<file path="src/i3c_ddr_pkg.sv">
`default_nettype none

package i3c_ddr_pkg;

	// register file address width
	localparam int REGF_AW = 12;

	// target address = device index + base
	localparam logic [6:0] DEV_BASE_ADDR = 7'd8;

	// one state per protocol step of a private transfer
	typedef enum logic [4:0] {
		ST_IDLE        = 5'd0,
		ST_CMD_PRE     = 5'd1,  // command preamble, 01
		ST_SEVEN_ZEROS = 5'd2,
		ST_ADDRESS     = 5'd3,
		ST_PARITY      = 5'd4,  // command or data parity, see data parity flag
		ST_ACK_PRE     = 5'd5,  // first preamble bit, driven by controller
		ST_ACK_WAIT    = 5'd6,  // second preamble bit, ack/nack from target
		ST_FIRST_BYTE  = 5'd7,
		ST_SECOND_BYTE = 5'd8,
		ST_DATA_PRE    = 5'd9,  // preamble in front of the next data word
		ST_CRC_PRE1    = 5'd11,
		ST_CRC_PRE2    = 5'd12,
		ST_TOKEN       = 5'd13, // 4 bit crc token
		ST_CRC_VALUE   = 5'd14, // 5 bit crc
		ST_ERROR       = 5'd15,
		ST_RESTART     = 5'd16,
		ST_EXIT        = 5'd17,
		ST_RW_BIT      = 5'd18,
		ST_PAD_BYTE    = 5'd19  // dummy byte for odd byte count
	} ddr_state_t;

	// serializer modes
	typedef enum logic [3:0] {
		TX_SPECIAL_PRE = 4'd0,
		TX_ADDRESS     = 4'd1,
		TX_ONE_PRE     = 4'd2,
		TX_SEVEN_ZEROS = 4'd3,
		TX_PARITY      = 4'd4,
		TX_ZERO_PRE    = 4'd6,
		TX_BYTE        = 4'd7,
		TX_TOKEN_CRC   = 4'd12,
		TX_CRC_VALUE   = 4'd13,
		TX_EXIT        = 4'd14,
		TX_RESTART     = 4'd15
	} tx_mode_t;

	// deserializer modes
	typedef enum logic [2:0] {
		RX_PREAMBLE     = 3'd0,
		RX_CRC_CHECK    = 3'd2,
		RX_BYTE         = 3'd3,
		RX_ERROR        = 3'd4,
		RX_PARITY_CHECK = 3'd6,
		RX_TOKEN_CHECK  = 3'd7
	} rx_mode_t;

	// error codes reported to the register file
	typedef enum logic [3:0] {
		ERR_SUCCESS    = 4'd0,
		ERR_CRC        = 4'd1,
		ERR_PARITY     = 4'd2,
		ERR_FRAME      = 4'd3,
		ERR_NACK       = 4'd5,
		ERR_SHORT_READ = 4'd7
	} err_type_t;

endpackage

`default_nettype wire

</file>
<file path="src/ddr_frame_seq.sv">
`timescale 1ns/1ps
`default_nettype none

module ddr_frame_seq (
	input  wire                     i_sys_clk,
	input  wire                     i_sys_rst,
	input  wire                     i_engine_en,
	input  wire                     i_tx_mode_done,
	input  wire                     i_rx_mode_done,
	input  wire                     i_rx_pre,
	input  wire                     i_rx_error,
	input  wire                     i_frmcnt_last,
	input  wire                     i_regf_wr_rd_bit,   // 0 write, 1 read
	input  wire                     i_regf_short_read,  // 1 short read is an error
	input  wire                     i_regf_toc,         // 0 restart, 1 exit
	output i3c_ddr_pkg::ddr_state_t o_state,
	output logic                    o_data_parity       // parity in progress covers data
);
	import i3c_ddr_pkg::*;

	ddr_state_t next_state;
	ddr_state_t end_state;  // where a finished or failed frame goes
	logic       any_done;   // tx or rx side finished its mode

	assign any_done  = i_tx_mode_done | i_rx_mode_done;
	assign end_state = i_regf_toc ? ST_EXIT : ST_RESTART;

	always_ff @(posedge i_sys_clk or negedge i_sys_rst)
	begin
		if (!i_sys_rst)
			o_state <= ST_IDLE;
		else
			o_state <= next_state;
	end

	// command parity follows the address, data parity follows a byte pair
	always_ff @(posedge i_sys_clk or negedge i_sys_rst)
	begin
		if (!i_sys_rst)
			o_data_parity <= 1'b0;
		else if (o_state == ST_ADDRESS)
			o_data_parity <= 1'b0;
		else if (o_state == ST_SECOND_BYTE || o_state == ST_PAD_BYTE)
			o_data_parity <= 1'b1;
	end

	always_comb
	begin
		next_state = o_state;  // hold until the mode in progress reports done
		case (o_state)
			ST_IDLE:
				if (i_engine_en)
					next_state = ST_CMD_PRE;
			ST_CMD_PRE:
				if (i_tx_mode_done)
					next_state = ST_RW_BIT;
			ST_RW_BIT:
				if (i_tx_mode_done)
					next_state = ST_SEVEN_ZEROS;
			ST_SEVEN_ZEROS:
				if (i_tx_mode_done)
					next_state = ST_ADDRESS;
			ST_ADDRESS:
				if (i_tx_mode_done)
					next_state = ST_PARITY;
			ST_PARITY:
				if (any_done)
				begin
					if (!o_data_parity)
						next_state = ST_ACK_PRE;  // command done, ask for ack
					else if (i_regf_wr_rd_bit && i_rx_error)
						next_state = ST_ERROR;    // bad data parity on read
					else if (i_frmcnt_last)
						next_state = ST_CRC_PRE1;
					else
						next_state = ST_DATA_PRE;
				end
			ST_ACK_PRE:
				if (i_tx_mode_done)
					next_state = ST_ACK_WAIT;
			ST_ACK_WAIT:
				if (i_rx_mode_done)
				begin
					if (!i_rx_pre)
						next_state = ST_FIRST_BYTE;  // ack is a low bit
					else
						next_state = ST_ERROR;       // nack
				end
			ST_FIRST_BYTE:
				if (any_done)
				begin
					if (i_frmcnt_last)
						next_state = ST_PAD_BYTE;  // odd count, pad the word
					else
						next_state = ST_SECOND_BYTE;
				end
			ST_SECOND_BYTE:
				if (any_done)
					next_state = ST_PARITY;
			ST_PAD_BYTE:
				if (any_done)
					next_state = ST_PARITY;
			ST_DATA_PRE:
				if (any_done)
				begin
					if (!i_regf_wr_rd_bit || i_rx_pre)
						next_state = ST_FIRST_BYTE;  // another word follows
					else if (!i_frmcnt_last && i_regf_short_read)
						next_state = ST_ERROR;       // target ended early
					else
						next_state = ST_CRC_PRE2;    // target ended, crc follows
				end
			ST_CRC_PRE1:
				if (any_done)
					next_state = ST_CRC_PRE2;
			ST_CRC_PRE2:
				if (any_done)
				begin
					if (i_regf_wr_rd_bit && !i_rx_pre)
						next_state = ST_ERROR;  // preamble 00 is a framing error
					else
						next_state = ST_TOKEN;
				end
			ST_TOKEN:
				if (any_done)
				begin
					if (i_regf_wr_rd_bit && i_rx_error)
						next_state = ST_ERROR;
					else
						next_state = ST_CRC_VALUE;
				end
			ST_CRC_VALUE:
				if (any_done)
				begin
					if (i_regf_wr_rd_bit && i_rx_error)
						next_state = ST_ERROR;
					else
						next_state = end_state;
				end
			ST_ERROR:
				if (i_rx_mode_done)
					next_state = end_state;  // deserializer drained the bus
			ST_RESTART,
			ST_EXIT:
				if (i_tx_mode_done)
					next_state = ST_IDLE;
			default:
				next_state = ST_IDLE;
		endcase
	end

	// a frame only starts on request
	a_idle_needs_en: assert property (@(posedge i_sys_clk) disable iff (!i_sys_rst)
		(o_state == ST_IDLE && !i_engine_en) |=> (o_state == ST_IDLE));

endmodule

`default_nettype wire

</file>
<file path="src/ddr_lane_ctrl.sv">
`timescale 1ns/1ps
`default_nettype none

module ddr_lane_ctrl #(
	parameter logic [4:0] RESTART_STALL = 5'd10,
	parameter logic [4:0] EXIT_STALL    = 5'd16
) (
	input  wire i3c_ddr_pkg::ddr_state_t i_state,
	input  wire                     i_data_parity,
	input  wire                     i_regf_wr_rd_bit,
	input  wire  [4:0]              i_regf_dev_index,
	input  wire                     i_regf_toc,
	input  wire                     i_regf_short_read,
	input  wire                     i_frmcnt_last,
	input  wire                     i_rx_pre,
	input  wire                     i_rx_error,
	input  wire                     i_rx_mode_done,
	input  wire                     i_tx_mode_done,
	output logic                    o_tx_en,
	output i3c_ddr_pkg::tx_mode_t   o_tx_mode,
	output logic                    o_rx_en,
	output i3c_ddr_pkg::rx_mode_t   o_rx_mode,
	output logic [7:0]              o_tx_special_data,
	output i3c_ddr_pkg::err_type_t  o_regf_error_type,
	output logic                    o_sclstall_en,
	output logic [4:0]              o_sclstall_no_of_cycles,
	output logic                    o_engine_done
);
	import i3c_ddr_pkg::*;

	logic [6:0] target_addr;
	logic [4:0] end_stall;  // stall length of the pattern that ends this frame

	assign target_addr = {2'b00, i_regf_dev_index} + DEV_BASE_ADDR;
	assign end_stall   = i_regf_toc ? EXIT_STALL : RESTART_STALL;

	always_comb
	begin
		o_tx_en                 = 1'b0;
		o_tx_mode               = TX_SPECIAL_PRE;
		o_rx_en                 = 1'b0;
		o_rx_mode               = RX_PREAMBLE;
		o_tx_special_data       = 8'd0;
		o_regf_error_type       = ERR_SUCCESS;
		o_sclstall_en           = 1'b0;
		o_sclstall_no_of_cycles = 5'd0;
		o_engine_done           = 1'b0;
		case (i_state)
			ST_CMD_PRE:
			begin
				o_tx_en   = 1'b1;
				o_tx_mode = TX_SPECIAL_PRE;
			end
			ST_RW_BIT:
			begin
				o_tx_en   = 1'b1;
				o_tx_mode = i_regf_wr_rd_bit ? TX_ONE_PRE : TX_ZERO_PRE;
			end
			ST_SEVEN_ZEROS:
			begin
				o_tx_en   = 1'b1;
				o_tx_mode = TX_SEVEN_ZEROS;
			end
			ST_ADDRESS:
			begin
				o_tx_en           = 1'b1;
				o_tx_mode         = TX_ADDRESS;
				o_tx_special_data = {1'b0, target_addr};  // serializer adds parity adjust
			end
			ST_PARITY:
			begin
				if (i_regf_wr_rd_bit && i_data_parity)
				begin
					o_rx_en   = 1'b1;
					o_rx_mode = RX_PARITY_CHECK;  // target's data parity
					if (i_rx_mode_done && i_rx_error)
						o_regf_error_type = ERR_PARITY;
				end
				else
				begin
					o_tx_en   = 1'b1;
					o_tx_mode = TX_PARITY;  // command parity, or write data parity
				end
			end
			ST_ACK_PRE:
			begin
				o_tx_en   = 1'b1;
				o_tx_mode = TX_ONE_PRE;
			end
			ST_ACK_WAIT:
			begin
				o_rx_en   = 1'b1;
				o_rx_mode = RX_PREAMBLE;
				if (i_rx_mode_done && i_rx_pre)
					o_regf_error_type = ERR_NACK;  // nobody pulled sda low
			end
			ST_FIRST_BYTE,
			ST_SECOND_BYTE,
			ST_PAD_BYTE:
			begin
				o_tx_en   = !i_regf_wr_rd_bit;
				o_tx_mode = TX_BYTE;
				o_rx_en   = i_regf_wr_rd_bit;
				o_rx_mode = RX_BYTE;
			end
			ST_DATA_PRE:
			begin
				if (i_regf_wr_rd_bit)
				begin
					o_rx_en   = 1'b1;
					o_rx_mode = RX_PREAMBLE;  // target says more data or done
					if (i_rx_mode_done && !i_rx_pre && !i_frmcnt_last && i_regf_short_read)
						o_regf_error_type = ERR_SHORT_READ;
				end
				else
				begin
					o_tx_en   = 1'b1;
					o_tx_mode = TX_ONE_PRE;
				end
			end
			ST_CRC_PRE1:
			begin
				o_tx_en   = 1'b1;
				o_tx_mode = TX_ZERO_PRE;
			end
			ST_CRC_PRE2:
			begin
				if (i_regf_wr_rd_bit)
				begin
					o_rx_en   = 1'b1;
					o_rx_mode = RX_PREAMBLE;
					if (i_rx_mode_done && !i_rx_pre)
						o_regf_error_type = ERR_FRAME;
				end
				else
				begin
					o_tx_en   = 1'b1;
					o_tx_mode = TX_ONE_PRE;
				end
			end
			ST_TOKEN:
			begin
				o_tx_en   = !i_regf_wr_rd_bit;
				o_tx_mode = TX_TOKEN_CRC;
				o_rx_en   = i_regf_wr_rd_bit;
				o_rx_mode = RX_TOKEN_CHECK;
				if (i_regf_wr_rd_bit && i_rx_mode_done && i_rx_error)
					o_regf_error_type = ERR_FRAME;  // wrong token
			end
			ST_CRC_VALUE:
			begin
				o_tx_en                 = !i_regf_wr_rd_bit;
				o_tx_mode               = TX_CRC_VALUE;
				o_rx_en                 = i_regf_wr_rd_bit;
				o_rx_mode               = RX_CRC_CHECK;
				o_sclstall_no_of_cycles = end_stall;  // preset for the staller
				if (i_regf_wr_rd_bit && i_rx_mode_done && i_rx_error)
					o_regf_error_type = ERR_CRC;
			end
			ST_ERROR:
			begin
				o_rx_en                 = 1'b1;
				o_rx_mode               = RX_ERROR;
				o_sclstall_no_of_cycles = end_stall;
			end
			ST_RESTART:
			begin
				o_tx_en                 = 1'b1;
				o_tx_mode               = TX_RESTART;
				o_sclstall_no_of_cycles = RESTART_STALL;
				o_sclstall_en           = !i_tx_mode_done;  // release with the pattern done
			end
			ST_EXIT:
			begin
				o_tx_en                 = 1'b1;
				o_tx_mode               = TX_EXIT;
				o_sclstall_no_of_cycles = EXIT_STALL;
				o_sclstall_en           = !i_tx_mode_done;
				o_engine_done           = i_tx_mode_done;
			end
			default:
			begin
				o_tx_en = 1'b0;  // idle, lane released
			end
		endcase
	end

	// only one side may own sda in any state
	a_lane_excl: assert final (!(o_tx_en && o_rx_en));

endmodule

`default_nettype wire

</file>
<file path="src/ddr_regf_ptr.sv">
`timescale 1ns/1ps
`default_nettype none

module ddr_regf_ptr #(
	parameter logic [i3c_ddr_pkg::REGF_AW-1:0] WR_START_ADDR = 'd1,
	parameter logic [i3c_ddr_pkg::REGF_AW-1:0] RD_START_ADDR = 'd10,
	parameter logic [i3c_ddr_pkg::REGF_AW-1:0] PAD_ADDR      = 'd999
) (
	input  wire                                i_sys_clk,
	input  wire                                i_sys_rst,
	input  wire i3c_ddr_pkg::ddr_state_t       i_state,
	input  wire                                i_regf_wr_rd_bit,
	input  wire                                i_tx_mode_done,
	input  wire                                i_rx_mode_done,
	input  wire                                i_rx_pre,
	input  wire                                i_frmcnt_last,
	output logic [i3c_ddr_pkg::REGF_AW-1:0]    o_regf_addr,
	output logic                               o_regf_rd_en,
	output logic                               o_regf_wr_en
);
	import i3c_ddr_pkg::*;

	logic byte_done;  // current data byte finished on the active lane
	logic data_byte;  // state carries a real data byte

	assign byte_done = i_regf_wr_rd_bit ? i_rx_mode_done : i_tx_mode_done;
	assign data_byte = (i_state == ST_FIRST_BYTE) || (i_state == ST_SECOND_BYTE);

	// write transfer reads the regfile, read transfer writes it
	assign o_regf_rd_en = !i_regf_wr_rd_bit && (data_byte || i_state == ST_PAD_BYTE);
	assign o_regf_wr_en = i_regf_wr_rd_bit && data_byte;  // pad from target is dropped

	always_ff @(posedge i_sys_clk or negedge i_sys_rst)
	begin
		if (!i_sys_rst)
			o_regf_addr <= '0;
		else
		begin
			case (i_state)
				ST_ACK_WAIT:
					if (i_rx_mode_done && !i_rx_pre)  // ack, load start for direction
						o_regf_addr <= i_regf_wr_rd_bit ? RD_START_ADDR : WR_START_ADDR;
				ST_FIRST_BYTE:
					if (byte_done)
					begin
						if (i_frmcnt_last)
							o_regf_addr <= PAD_ADDR;  // odd count, pad byte comes next
						else
							o_regf_addr <= o_regf_addr + 1'b1;
					end
				ST_SECOND_BYTE:
					if (byte_done)
						o_regf_addr <= o_regf_addr + 1'b1;
				default:
					o_regf_addr <= o_regf_addr;
			endcase
		end
	end

	a_strobe_excl: assert property (@(posedge i_sys_clk) disable iff (!i_sys_rst)
		!(o_regf_rd_en && o_regf_wr_en));

	// the pointer must already sit on the pad slot when the sequencer enters the pad byte
	a_pad_addr: assert property (@(posedge i_sys_clk) disable iff (!i_sys_rst)
		(i_state == ST_PAD_BYTE) |-> (o_regf_addr == PAD_ADDR));

endmodule

`default_nettype wire

</file>
<file path="src/ddr_engine_top.sv">
`timescale 1ns/1ps
`default_nettype none

module ddr_engine_top #(
	parameter logic [i3c_ddr_pkg::REGF_AW-1:0] WR_START_ADDR = 'd1,
	parameter logic [i3c_ddr_pkg::REGF_AW-1:0] RD_START_ADDR = 'd10,
	parameter logic [i3c_ddr_pkg::REGF_AW-1:0] PAD_ADDR      = 'd999,
	parameter logic [4:0]                      RESTART_STALL = 5'd10,
	parameter logic [4:0]                      EXIT_STALL    = 5'd16
) (
	input  wire                             i_sys_clk,
	input  wire                             i_sys_rst,
	input  wire                             i_engine_en,
	input  wire                             i_tx_mode_done,
	input  wire                             i_rx_mode_done,
	input  wire                             i_rx_pre,
	input  wire                             i_rx_error,
	input  wire                             i_frmcnt_last,
	input  wire                             i_regf_toc,
	input  wire  [4:0]                      i_regf_dev_index,
	input  wire                             i_regf_short_read,
	input  wire                             i_regf_wr_rd_bit,
	output wire                             o_tx_en,
	output i3c_ddr_pkg::tx_mode_t           o_tx_mode,
	output wire                             o_rx_en,
	output i3c_ddr_pkg::rx_mode_t           o_rx_mode,
	output wire  [7:0]                      o_tx_special_data,
	output i3c_ddr_pkg::err_type_t          o_regf_error_type,
	output wire                             o_sclstall_en,
	output wire  [4:0]                      o_sclstall_no_of_cycles,
	output wire                             o_engine_done,
	output wire  [i3c_ddr_pkg::REGF_AW-1:0] o_regf_addr,
	output wire                             o_regf_rd_en,
	output wire                             o_regf_wr_en
);
	import i3c_ddr_pkg::*;

	ddr_state_t state;        // sequencer state, shared by decode and pointer
	logic       data_parity;  // parity step covers data

	ddr_frame_seq u_seq (
		.i_sys_clk         (i_sys_clk),
		.i_sys_rst         (i_sys_rst),
		.i_engine_en       (i_engine_en),
		.i_tx_mode_done    (i_tx_mode_done),
		.i_rx_mode_done    (i_rx_mode_done),
		.i_rx_pre          (i_rx_pre),
		.i_rx_error        (i_rx_error),
		.i_frmcnt_last     (i_frmcnt_last),
		.i_regf_wr_rd_bit  (i_regf_wr_rd_bit),
		.i_regf_short_read (i_regf_short_read),
		.i_regf_toc        (i_regf_toc),
		.o_state           (state),
		.o_data_parity     (data_parity)
	);

	ddr_lane_ctrl #(
		.RESTART_STALL (RESTART_STALL),
		.EXIT_STALL    (EXIT_STALL)
	) u_lane (
		.i_state                 (state),
		.i_data_parity           (data_parity),
		.i_regf_wr_rd_bit        (i_regf_wr_rd_bit),
		.i_regf_dev_index        (i_regf_dev_index),
		.i_regf_toc              (i_regf_toc),
		.i_regf_short_read       (i_regf_short_read),
		.i_frmcnt_last           (i_frmcnt_last),
		.i_rx_pre                (i_rx_pre),
		.i_rx_error              (i_rx_error),
		.i_rx_mode_done          (i_rx_mode_done),
		.i_tx_mode_done          (i_tx_mode_done),
		.o_tx_en                 (o_tx_en),
		.o_tx_mode               (o_tx_mode),
		.o_rx_en                 (o_rx_en),
		.o_rx_mode               (o_rx_mode),
		.o_tx_special_data       (o_tx_special_data),
		.o_regf_error_type       (o_regf_error_type),
		.o_sclstall_en           (o_sclstall_en),
		.o_sclstall_no_of_cycles (o_sclstall_no_of_cycles),
		.o_engine_done           (o_engine_done)
	);

	ddr_regf_ptr #(
		.WR_START_ADDR (WR_START_ADDR),
		.RD_START_ADDR (RD_START_ADDR),
		.PAD_ADDR      (PAD_ADDR)
	) u_ptr (
		.i_sys_clk        (i_sys_clk),
		.i_sys_rst        (i_sys_rst),
		.i_state          (state),
		.i_regf_wr_rd_bit (i_regf_wr_rd_bit),
		.i_tx_mode_done   (i_tx_mode_done),
		.i_rx_mode_done   (i_rx_mode_done),
		.i_rx_pre         (i_rx_pre),
		.i_frmcnt_last    (i_frmcnt_last),
		.o_regf_addr      (o_regf_addr),
		.o_regf_rd_en     (o_regf_rd_en),
		.o_regf_wr_en     (o_regf_wr_en)
	);

endmodule

`default_nettype wire

</file>
<file path="config.mk">
export PLATFORM = sky130hd
export DESIGN_NAME = ddr_engine_top
export DESIGN_NICKNAME = d
export VERILOG_FILES = /design/src/i3c_ddr_pkg.sv /design/src/ddr_frame_seq.sv /design/src/ddr_lane_ctrl.sv /design/src/ddr_regf_ptr.sv /design/src/ddr_engine_top.sv
export SDC_FILE = /design/constraint.sdc
export NUM_CORES = 1
export LEC_CHECK = 0
export BUFFER_PORTS_ARGS = -buffer_cell sky130_fd_sc_hd__buf_4
export CORE_MARGIN = 1.5
export CORE_UTILIZATION = 32
export CTS_BUF_LIST = sky130_fd_sc_hd__clkbuf_8
export CTS_CLUSTER_DIAMETER = 50
export DETAILED_ROUTE_END_ITERATION = 10
export PLACE_DENSITY = 0.55
export RECOVER_POWER = 100
export SLEW_MARGIN = 40
export SYNTH_ARGS = -nofsm -noshare
export SYNTH_HDL_FRONTEND = slang
export SYNTH_SLANG_ARGS = --single-unit
</file>
<file path="constraint.sdc">
create_clock -name i_sys_clk -period 5.35 [get_ports i_sys_clk]
set_input_delay 0.535 -clock i_sys_clk [delete_from_list [all_inputs] [get_ports i_sys_clk]]
set_output_delay 0.535 -clock i_sys_clk [all_outputs]
set_load 0.05 [all_outputs]
</file>
# Word level (Yosys, flattened, before mapping)
# Cells that the tools add are included.
# word_totals
register_bits	18
inputBits	16
elab_cells	143
# op_classes
add_sub_neg	2
n_eq_ne	38
n_mux	65
n_bitwise	1
reduce_logical	34
# ops
operator	n
5-bit two-way mux	23
5-bit one-hot mux with 17 select lines	1
12-bit two-way mux	4
4-bit one-hot mux with 12 select lines	1
12-bit one-hot mux with 3 select lines	1
5-bit by 4-bit equality test with 1-bit output (second input constant)	7
2-bit inequality test (second input constant)	15
4-bit one-hot mux with 6 select lines	1
5-bit by 3-bit equality test with 1-bit output (second input constant)	4
5-bit equality test (second input constant)	4
4-bit two-way mux	5
17-bit AND reduction	1
3-bit two-way mux	5
3-bit one-hot mux with 5 select lines	1
5-bit one-hot mux with 3 select lines	1
2-bit two-way mux	7
1-bit logical AND	13
12-bit by 1-bit adder with 12-bit output (second input constant)	1
1-bit two-way mux	12
5-bit by 2-bit equality test with 1-bit output (second input constant)	2
2-bit by 1-bit inequality test with 1-bit output (second input constant)	5
2-bit OR reduction	5
1-bit one-hot mux with 4 select lines	2
8-bit OR reduction	1
other kinds (12)	18

# Depth between registers and ports, before layout
# Gate-level depths: netlist of the first run.
# logic_depth
depth_word	7
depth_mapped	8
ltp_nobuf	5

# Cells and area by module
# Synthesis of the first run repeated with hierarchy kept, for this count alone.
# unflattened
cells_unflattened	320
area_unflattened_um2	2503.7
# modules_own_cells
mod	n_inst	cells_each	area_per_inst_um2	seq_area_each_um2
ddr_regf_ptr	1	107	943.4	300.3
ddr_lane_ctrl	1	124	833.3	0.0
ddr_frame_seq	1	89	726.9	150.1

# Worst setup path after synthesis of the first run
# No wires, ideal clock.
# synth_timing
path_type	register -> output
from	register u_seq.o_state[0]
to	output o_regf_error_type[0]
t_arrival_ps	2372
required_ps	4815
path_slack_ps	2443
stages_incl_launch_ff	8
cell_sequence	dfrtp_1 > buf_6 > buf_8 > nor2b_4 > nand4_1 > or4_1 > a21oi_2 > a41o_1
# synth_via
elab_chain_len	2
elab_cells_between_ends	7
# synth_lines
item	line	text
start, declared	ddr_frame_seq.sv:16	output i3c_ddr_pkg::ddr_state_t o_state,
start signal, assigned	ddr_frame_seq.sv:33	o_state <= next_state;
5-bit by 4-bit equality test with 1-bit output / 5-bit by 3-bit equality test with 1-bit output (equally long branches)	ddr_lane_ctrl.sv:48	case (i_state)
4-bit one-hot mux with 6 select lines *	ddr_lane_ctrl.sv:48	
end, declared	ddr_engine_top.sv:28	output i3c_ddr_pkg::err_type_t o_regf_error_type,
# Mark *: on every way between the ends. The rest lies on a longest branch, timed or not.

# Final worst setup path of the first run
# layout_timing
from	register u_seq.o_state[3]
to	output o_regf_error_type[0]
# The elaborated chain is that of the path after synthesis.

==> out/metrics.cfg, run 1 <==
[yosys]
async_flop_share_pct = 100
yosys_warn_count = 0
yosys_register_bits = 18
yosysUniqueCellTypes = 66
synthesis.area_mm2 = 0.00220
ys_dominant_reg_cell = dfrtp_1
count_of_flip_flops_with_a_built_in_enable_after_synthesis = 0
postSynthAreaPerCell_um2 = 7.59
sequential_cell_area_fraction_in_the_yosys_report_pct = 20.5
synthesis.instances = 290

[grt]
track_usage_pct = 18.8
grt_antenna_before_repair = 0
grt_first_pass_wirelength_um = 11300
first_global_vias = 2221
global_route.overflow_total = 0
grt_max_degree = 43

[place]
post-dp-hpwl_um = 4940
portBuffers = 52
globalplace.congestion = 0.871

[hold_path]
hold_path_class = in -> async

[setup_path]
timing.critical_path.slowest_stage_cell = clkbuf_1
crit_path_end_kind = output pin
cp-start-kind = flip-flop
crit_path_max_fanout = 37
cpLargestDelayFamily = buffers and inverters
slowest_delay_ns = 1.19
critPathBufInv = 2
critical-path-top-cell-by-count = clkbuf_1
timing.critical_path.arrival_ns = 3.42
cp.required_ns = 4.82
crit-reg2reg-capture = u_ptr.o_regf_addr[11]$_DFFE_PN0P_
worstPathCellList = clkbuf_1 -> nand4_1 -> or4_1 -> a21oi_2 -> a41o_1 -> clkbuf_1
r2r-start = u_seq.o_state[3]$_DFFE_PN0P_
path_class = reg -> out
setup.reg_to_reg.worst_slack_ns = 1.82
reg2reg_depth = 6

[sta]
finalClockSkew_ns = 0.00456
report.final.setup_viol = 0
fin_setup_tns_ns = 0
timing.slew.headroom_pct = -10.1
finalCritPeriodShare_pct = 73.8
unrepaired_setup_endpoints_after_global_routing = false
period_minus_slack_ns = 3.95
fmax_achieved_mhz = 253
timing_max_transition_violations_final = 38
timing_hold_violations_final = 0
worst_slew_pin_slew_ns = 1.65

[drt]
via_per_inst = 5.97
firstDrtPassIters = 5
drt-total-wl_um = 6940
drt_drc_violations_left = 0
drt_first_iter_violations = 216
via_count = 2431
detail-route-antenna-nets = 0
wire_per_inst_um = 17.1

[run_status]
failed_checks = max-capacitance violations, max-slew violations
outcome = complete, but fails checks

[die]
std_cell_rows = 30
start_util_pct = 32.8
die-height_um = 85.9
floorplan.die_area_mm2 = 0.00738
die-width_um = 85.9
number_of_top_level_pins = 58
total_core_area_mm2 = 0.00672

[cts]
cts.reportedPaths.clkPinSlew_ns = 0.08
tritoncts.num_buffers = 3
tritoncts = built
post_cts_repair_resize_count = 0
cts_post_setup_buffers_inserted = 0
clock-root-buffer = clkbuf_8
cts-hold-fix-buffers = 0
clk-insertion-delay-late_ns = 0.26
cts.htree.levels = 1
clock_sinks = 18
bufs_on_longest_clock_path = 2

[power]
power-per-cell-area_mw_per_mm2 = 621
power.static_leakage_nw = 0.993
power.ir.vdd_worst_mv = 0.434
total_power_mw = 1.51

[cells_and_area]
num_antenna_cells = 0
post_route_cells_drive_above_1_share_pct = 10.4
area_growth_pct = 10.5
finish.net_count = 346

[run]
maxCapViolCount = 1

## metrics by stage
| stage | area [µm²] | std cells | utilization, % | hold slack (ns) | worst slack [ns] |
|---|---|---|---|---|---|
| after floorplan | 2220 | 294 | - | 0.239 | 2.44 |
| after global placement | 2540 | 403 | 37.8 | 0.422 | 2.67 |
| after detailed placement | 2540 | 403 | 37.9 | 0.424 | 2.81 |
| after CTS | 2600 | 407 | 38.7 | 0.138 | 2.52 |
| after global routing | 2430 | 407 | 36.2 | 0.496 | 1.23 |
| final | 2430 | 407 | 36.2 | 0.420 | 1.40 |
## report_power, final
| group | internal, mW | total (mW) | switching [mW] | leakage (nW) |
|---|---|---|---|---|
| sequential | 0.179 | 0.235 | 0.0567 | 0.234 |
| clock | 0.0655 | 0.115 | 0.0498 | 0.0288 |
| combinational | 0.331 | 1.16 | 0.829 | 0.731 |
| total | 0.575 | 1.51 | 0.936 | 0.993 |
## worst max-delay path by stage
stage | startpoint | end | slack [ns] | cells after the start
6_report | u_seq.o_state[3]$_DFFE_PN0P_ | o_regf_error_type[0] | 1.40 | 6
3_5_place_dp | u_seq.o_state[0]$_DFFE_PN0P_ | o_regf_error_type[0] | 2.81 | 7
3_3_place_gp | u_seq.o_state[4]$_DFFE_PN0P_ | o_regf_error_type[0] | 2.67 | 6
2_1_floorplan | u_seq.o_state[0]$_DFFE_PN0P_ | o_regf_error_type[0] | 2.44 | 7
4_1_cts | u_seq.o_state[0]$_DFFE_PN0P_ | o_regf_error_type[0] | 2.52 | 7
5_1_grt | u_seq.o_state[3]$_DFFE_PN0P_ | o_rx_mode[0] | 1.23 | 7
## Yosys cell counts, types with 3 or more instances
master / number / share of area [%]
and3_1: 9 / 2.6
a211oi_1: 4 / 1.4
a21o_1: 6 / 2.0
o211ai_1: 3 / 1.0
nor2_1: 12 / 2.0
and2_1: 3 / 0.85
nor3b_1: 4 / 1.4
o21ai_0: 22 / 5.0
dfrtp_1: 18 / 20
a22o_1: 8 / 3.2
a21oi_1: 21 / 4.8
buf_2: 11 / 2.5
nand4_1: 6 / 1.7
nor2b_1: 8 / 2.3
a21oi_2: 3 / 1.2
o221ai_1: 3 / 1.2
o21a_1: 3 / 1.0
mux2_4: 4 / 2.7
o21ai_1: 5 / 1.1
o22ai_1: 7 / 2.0
inv_1: 11 / 1.9
a31oi_1: 4 / 1.1
nand2b_1: 5 / 1.4
nor4_1: 3 / 0.85
nand2_1: 24 / 4.1
nand3_1: 13 / 3.0
buf_6: 5 / 2.6
buf_4: 8 / 2.7
nor3_1: 10 / 2.3
## kinds of logic after synthesis
| group | count (synthesis) | share of synthesized area, % |
|---|---|---|
| mux | 5 | 3.24 |
| flops | 18 | 20.5 |
| xor+xnor | 3 | 1.19 |
| buf+inv | 39 | 10.9 |
| simple gates | 112 | 28.7 |
| other cells | 1 | 0.170 |
| fa+ha+maj | 3 | 1.59 |
| compound gates | 109 | 33.8 |
## sequential cells by signal, indices dropped and copies added (netlist names)
| signal | count |
|---|---|
| u_seq.o_state | 5 |
| u_ptr.o_regf_addr | 12 |
| u_seq.o_data_parity | 1 |
## cell type report
| class | count | area [µm²] |
|---|---|---|
| fillers | 729 | 4290 |
| multi-input cells | 237 | 1490 |
| flip-flops and latches | 18 | 452 |
| repair buffers | 56 | 285 |
| well taps | 80 | 100 |
| clock buffers | 4 | 55.1 |
| inverters | 12 | 45.0 |
## metal layers
layer | wire, µm | global-route usage [%]
met1 | 3150 | 26.1
met2 | 3320 | 31.1
met3 | 382 | 1.64
met4 | 93 | 5.43
met5 | 0 | 0
## placed cells by master (no fill, tap or decap), types with 7 or more instances in the layout
cell type  count
inv_1         11
and3_1         9
buf_4         20
clkbuf_1      36
o22ai_1        7
nor2_1        13
a22o_1         8
nand2_1       25
nor3_1        10
o21ai_0       24
nand3_1       13
a21oi_1       21
dfrtp_1       17
nor2b_1        8
Power figures use the tool's default switching activity.
==> run 2: changes to the inputs <==
- clock period: 5.35 -> 4 ns (I/O delays scaled with it)
==> run 2 against run 1 <==
Against the previous run: the flow now finishes without violations; clock skew increased by 0.0016 ns; via count decreased by 0.82%; first-iteration DRC count decreased by 3.2%; flip-flop and latch count unchanged; routed wire length increased by 2.0%; sequential share of layout area about the same; final area decreased by 0.26%; cell count unchanged; non-clock buffer count unchanged; die area unchanged; largest power group unchanged.
==> out/metrics.cfg, run 2 (synthesis results as in run 1) <==
[grt]
grt_antenna_before_repair = 0
track_usage_pct = 18.9
grt_first_pass_wirelength_um = 11400
first_global_vias = 2240
grt_max_degree = 30
global_route.overflow_total = 0

[drt]
via_per_inst = 5.92
drt-total-wl_um = 7080
via_count = 2411
route.met3.wl_um = 384
route.layer.met1.wl_um = 3210
met2WireLength_um = 3390
firstDrtPassIters = 5
wire_per_inst_um = 17.4
drt_drc_violations_left = 0
drt_first_iter_violations = 209
detail-route-antenna-nets = 0
maxUsedRoutingLayer = met4

[power]
seqPwrFrac_pct = 19.9
power.ir.vdd_worst_mv = 0.619
intPower_mw = 0.768
power.static_leakage_nw = 1.01
combinationalPowerShare_pct = 72.4
power-per-cell-area_mw_per_mm2 = 834
total_power_mw = 2.02
p_sw_share_pct = 62.0
power_frac_clock_pct = 7.7
netSwitchingPower_mw = 1.26

[die]
std_cell_rows = 30
die-width_um = 85.9
start_util_pct = 32.8
number_of_top_level_pins = 58
floorplan.die_area_mm2 = 0.00738
die-height_um = 85.9
total_core_area_mm2 = 0.00672

[cts]
cts_post_setup_buffers_inserted = 0
tritoncts = built
cts.htree.levels = 1
clock-root-buffer = clkbuf_8
post_cts_repair_resize_count = 0
bufs_on_longest_clock_path = 2
clock_sinks = 18
cts.reportedPaths.clkPinSlew_ns = 0.08
clk-insertion-delay-late_ns = 0.25
cts-hold-fix-buffers = 0
tritoncts.num_buffers = 3

[setup_path]
cp-start-kind = flip-flop
crit_path_end_kind = output pin
path_class = reg -> out
cp.required_ns = 3.60
reg2reg_depth = 6
crit_path_max_fanout = 21
timing.critical_path.arrival_ns = 2.99

[sta]
fin_setup_tns_ns = 0
unrepaired_setup_endpoints_after_global_routing = false
fin_hold_ws_ns = 0.288
report.final.setup_viol = 0
timing.slew.headroom_pct = 32.3
final_ws_setup_ns = 0.607
worst_slew_pin_slew_ns = 1.02
timing_hold_violations_final = 0
finalCritPeriodShare_pct = 84.8
finalClockSkew_ns = 0.00616
timing_max_transition_violations_final = 0
fmax_achieved_mhz = 295
period_minus_slack_ns = 3.39

[cells_and_area]
post-route-util_pct = 36.1
multi_input_area_mm2 = 0.00148
layout.cells.most_common_list = clkbuf_1 (33), nand2_1 (25), o21ai_0 (23), buf_4 (23), a21oi_1 (22)
post_route_cells_drive_above_1_share_pct = 11.0
largest_register = u_ptr.o_regf_addr
num_antenna_cells = 0
layout.area.seq_um2 = 452
final.fill_count = 741
layout.cells.non_filler = 407
flip_flop_count_of_the_largest_register_after_layout = 12
finalInstanceArea_mm2 = 0.00242
area_growth_pct = 10.2
mostFrequentLayoutCell = clkbuf_1
biggestRegsByFlops = u_ptr.o_regf_addr x12, u_seq.o_state x5, u_seq.o_data_parity x1
finish.net_count = 346

[place]
placement.cell_area_mm2 = 0.00254
detailedPlace.worstSlack_ns = 1.20
globalplace.congestion = 0.856
post-dp-hpwl_um = 5130
portBuffers = 52
numPlacedInstances = 403

[run]
maxCapViolCount = 0

[run_status]
outcome = complete, no violations

[hold_path]
hold_path_class = in -> async

run 2: power groups by stage:
stage / logic, mW / clock network, mW / registers (mW)
after global routing: 1.58 / 0.168 / 0.417
after detailed placement: 1.59 / 0 / 0.403
after CTS: 1.60 / 0.161 / 0.400
after global placement: 1.61 / 0 / 0.405
after floorplan: 1.26 / 0 / 0.400
final: 1.46 / 0.156 / 0.403
run 2: area by class of cell:
| cell class | instances | area share, % |
|---|---|---|
| clock buffers | 4 | 2.27 |
| multi-input cells | 237 | 60.9 |
| well taps | 80 | 4.13 |
| flip-flops and latches | 18 | 18.6 |
| repair buffers | 56 | 12.2 |
| inverters | 12 | 1.86 |
run 2: routing by layer:
layer / global-route usage [%] / up-vias
li1: - / 1159
met1: 26.7 / 1135
met2: 30.6 / 105
met3: 1.92 / 12
met4: 4.84 / 0
met5: 0 / -
run 2: worst paths after layout:
path                                                         from                                end  slack [ns]
worst max register to register       u_seq.o_state[2]$_DFFE_PN0P_  u_ptr.o_regf_addr[10]$_DFFE_PN0P_        0.74
worst min register to register  u_ptr.o_regf_addr[11]$_DFFE_PN0P_  u_ptr.o_regf_addr[11]$_DFFE_PN0P_        0.53
worst max-delay path                 u_seq.o_state[2]$_DFFE_PN0P_               o_regf_error_type[2]        0.61
worst min-delay path                                    i_sys_rst   u_ptr.o_regf_addr[4]$_DFFE_PN0P_        0.29
min in group i_sys_clk          u_ptr.o_regf_addr[11]$_DFFE_PN0P_  u_ptr.o_regf_addr[11]$_DFFE_PN0P_        0.53
max in group asynchronous                               i_sys_rst       u_seq.o_state[4]$_DFFE_PN0P_        3.03
run 2: critical path: stages (launching register included):
cell	delay, ns
dfrtp_1	0.67
buf_4	0.35
nor3b_1	0.84
nand3_1	0.17
a21oi_1	0.21
clkbuf_1	0.50
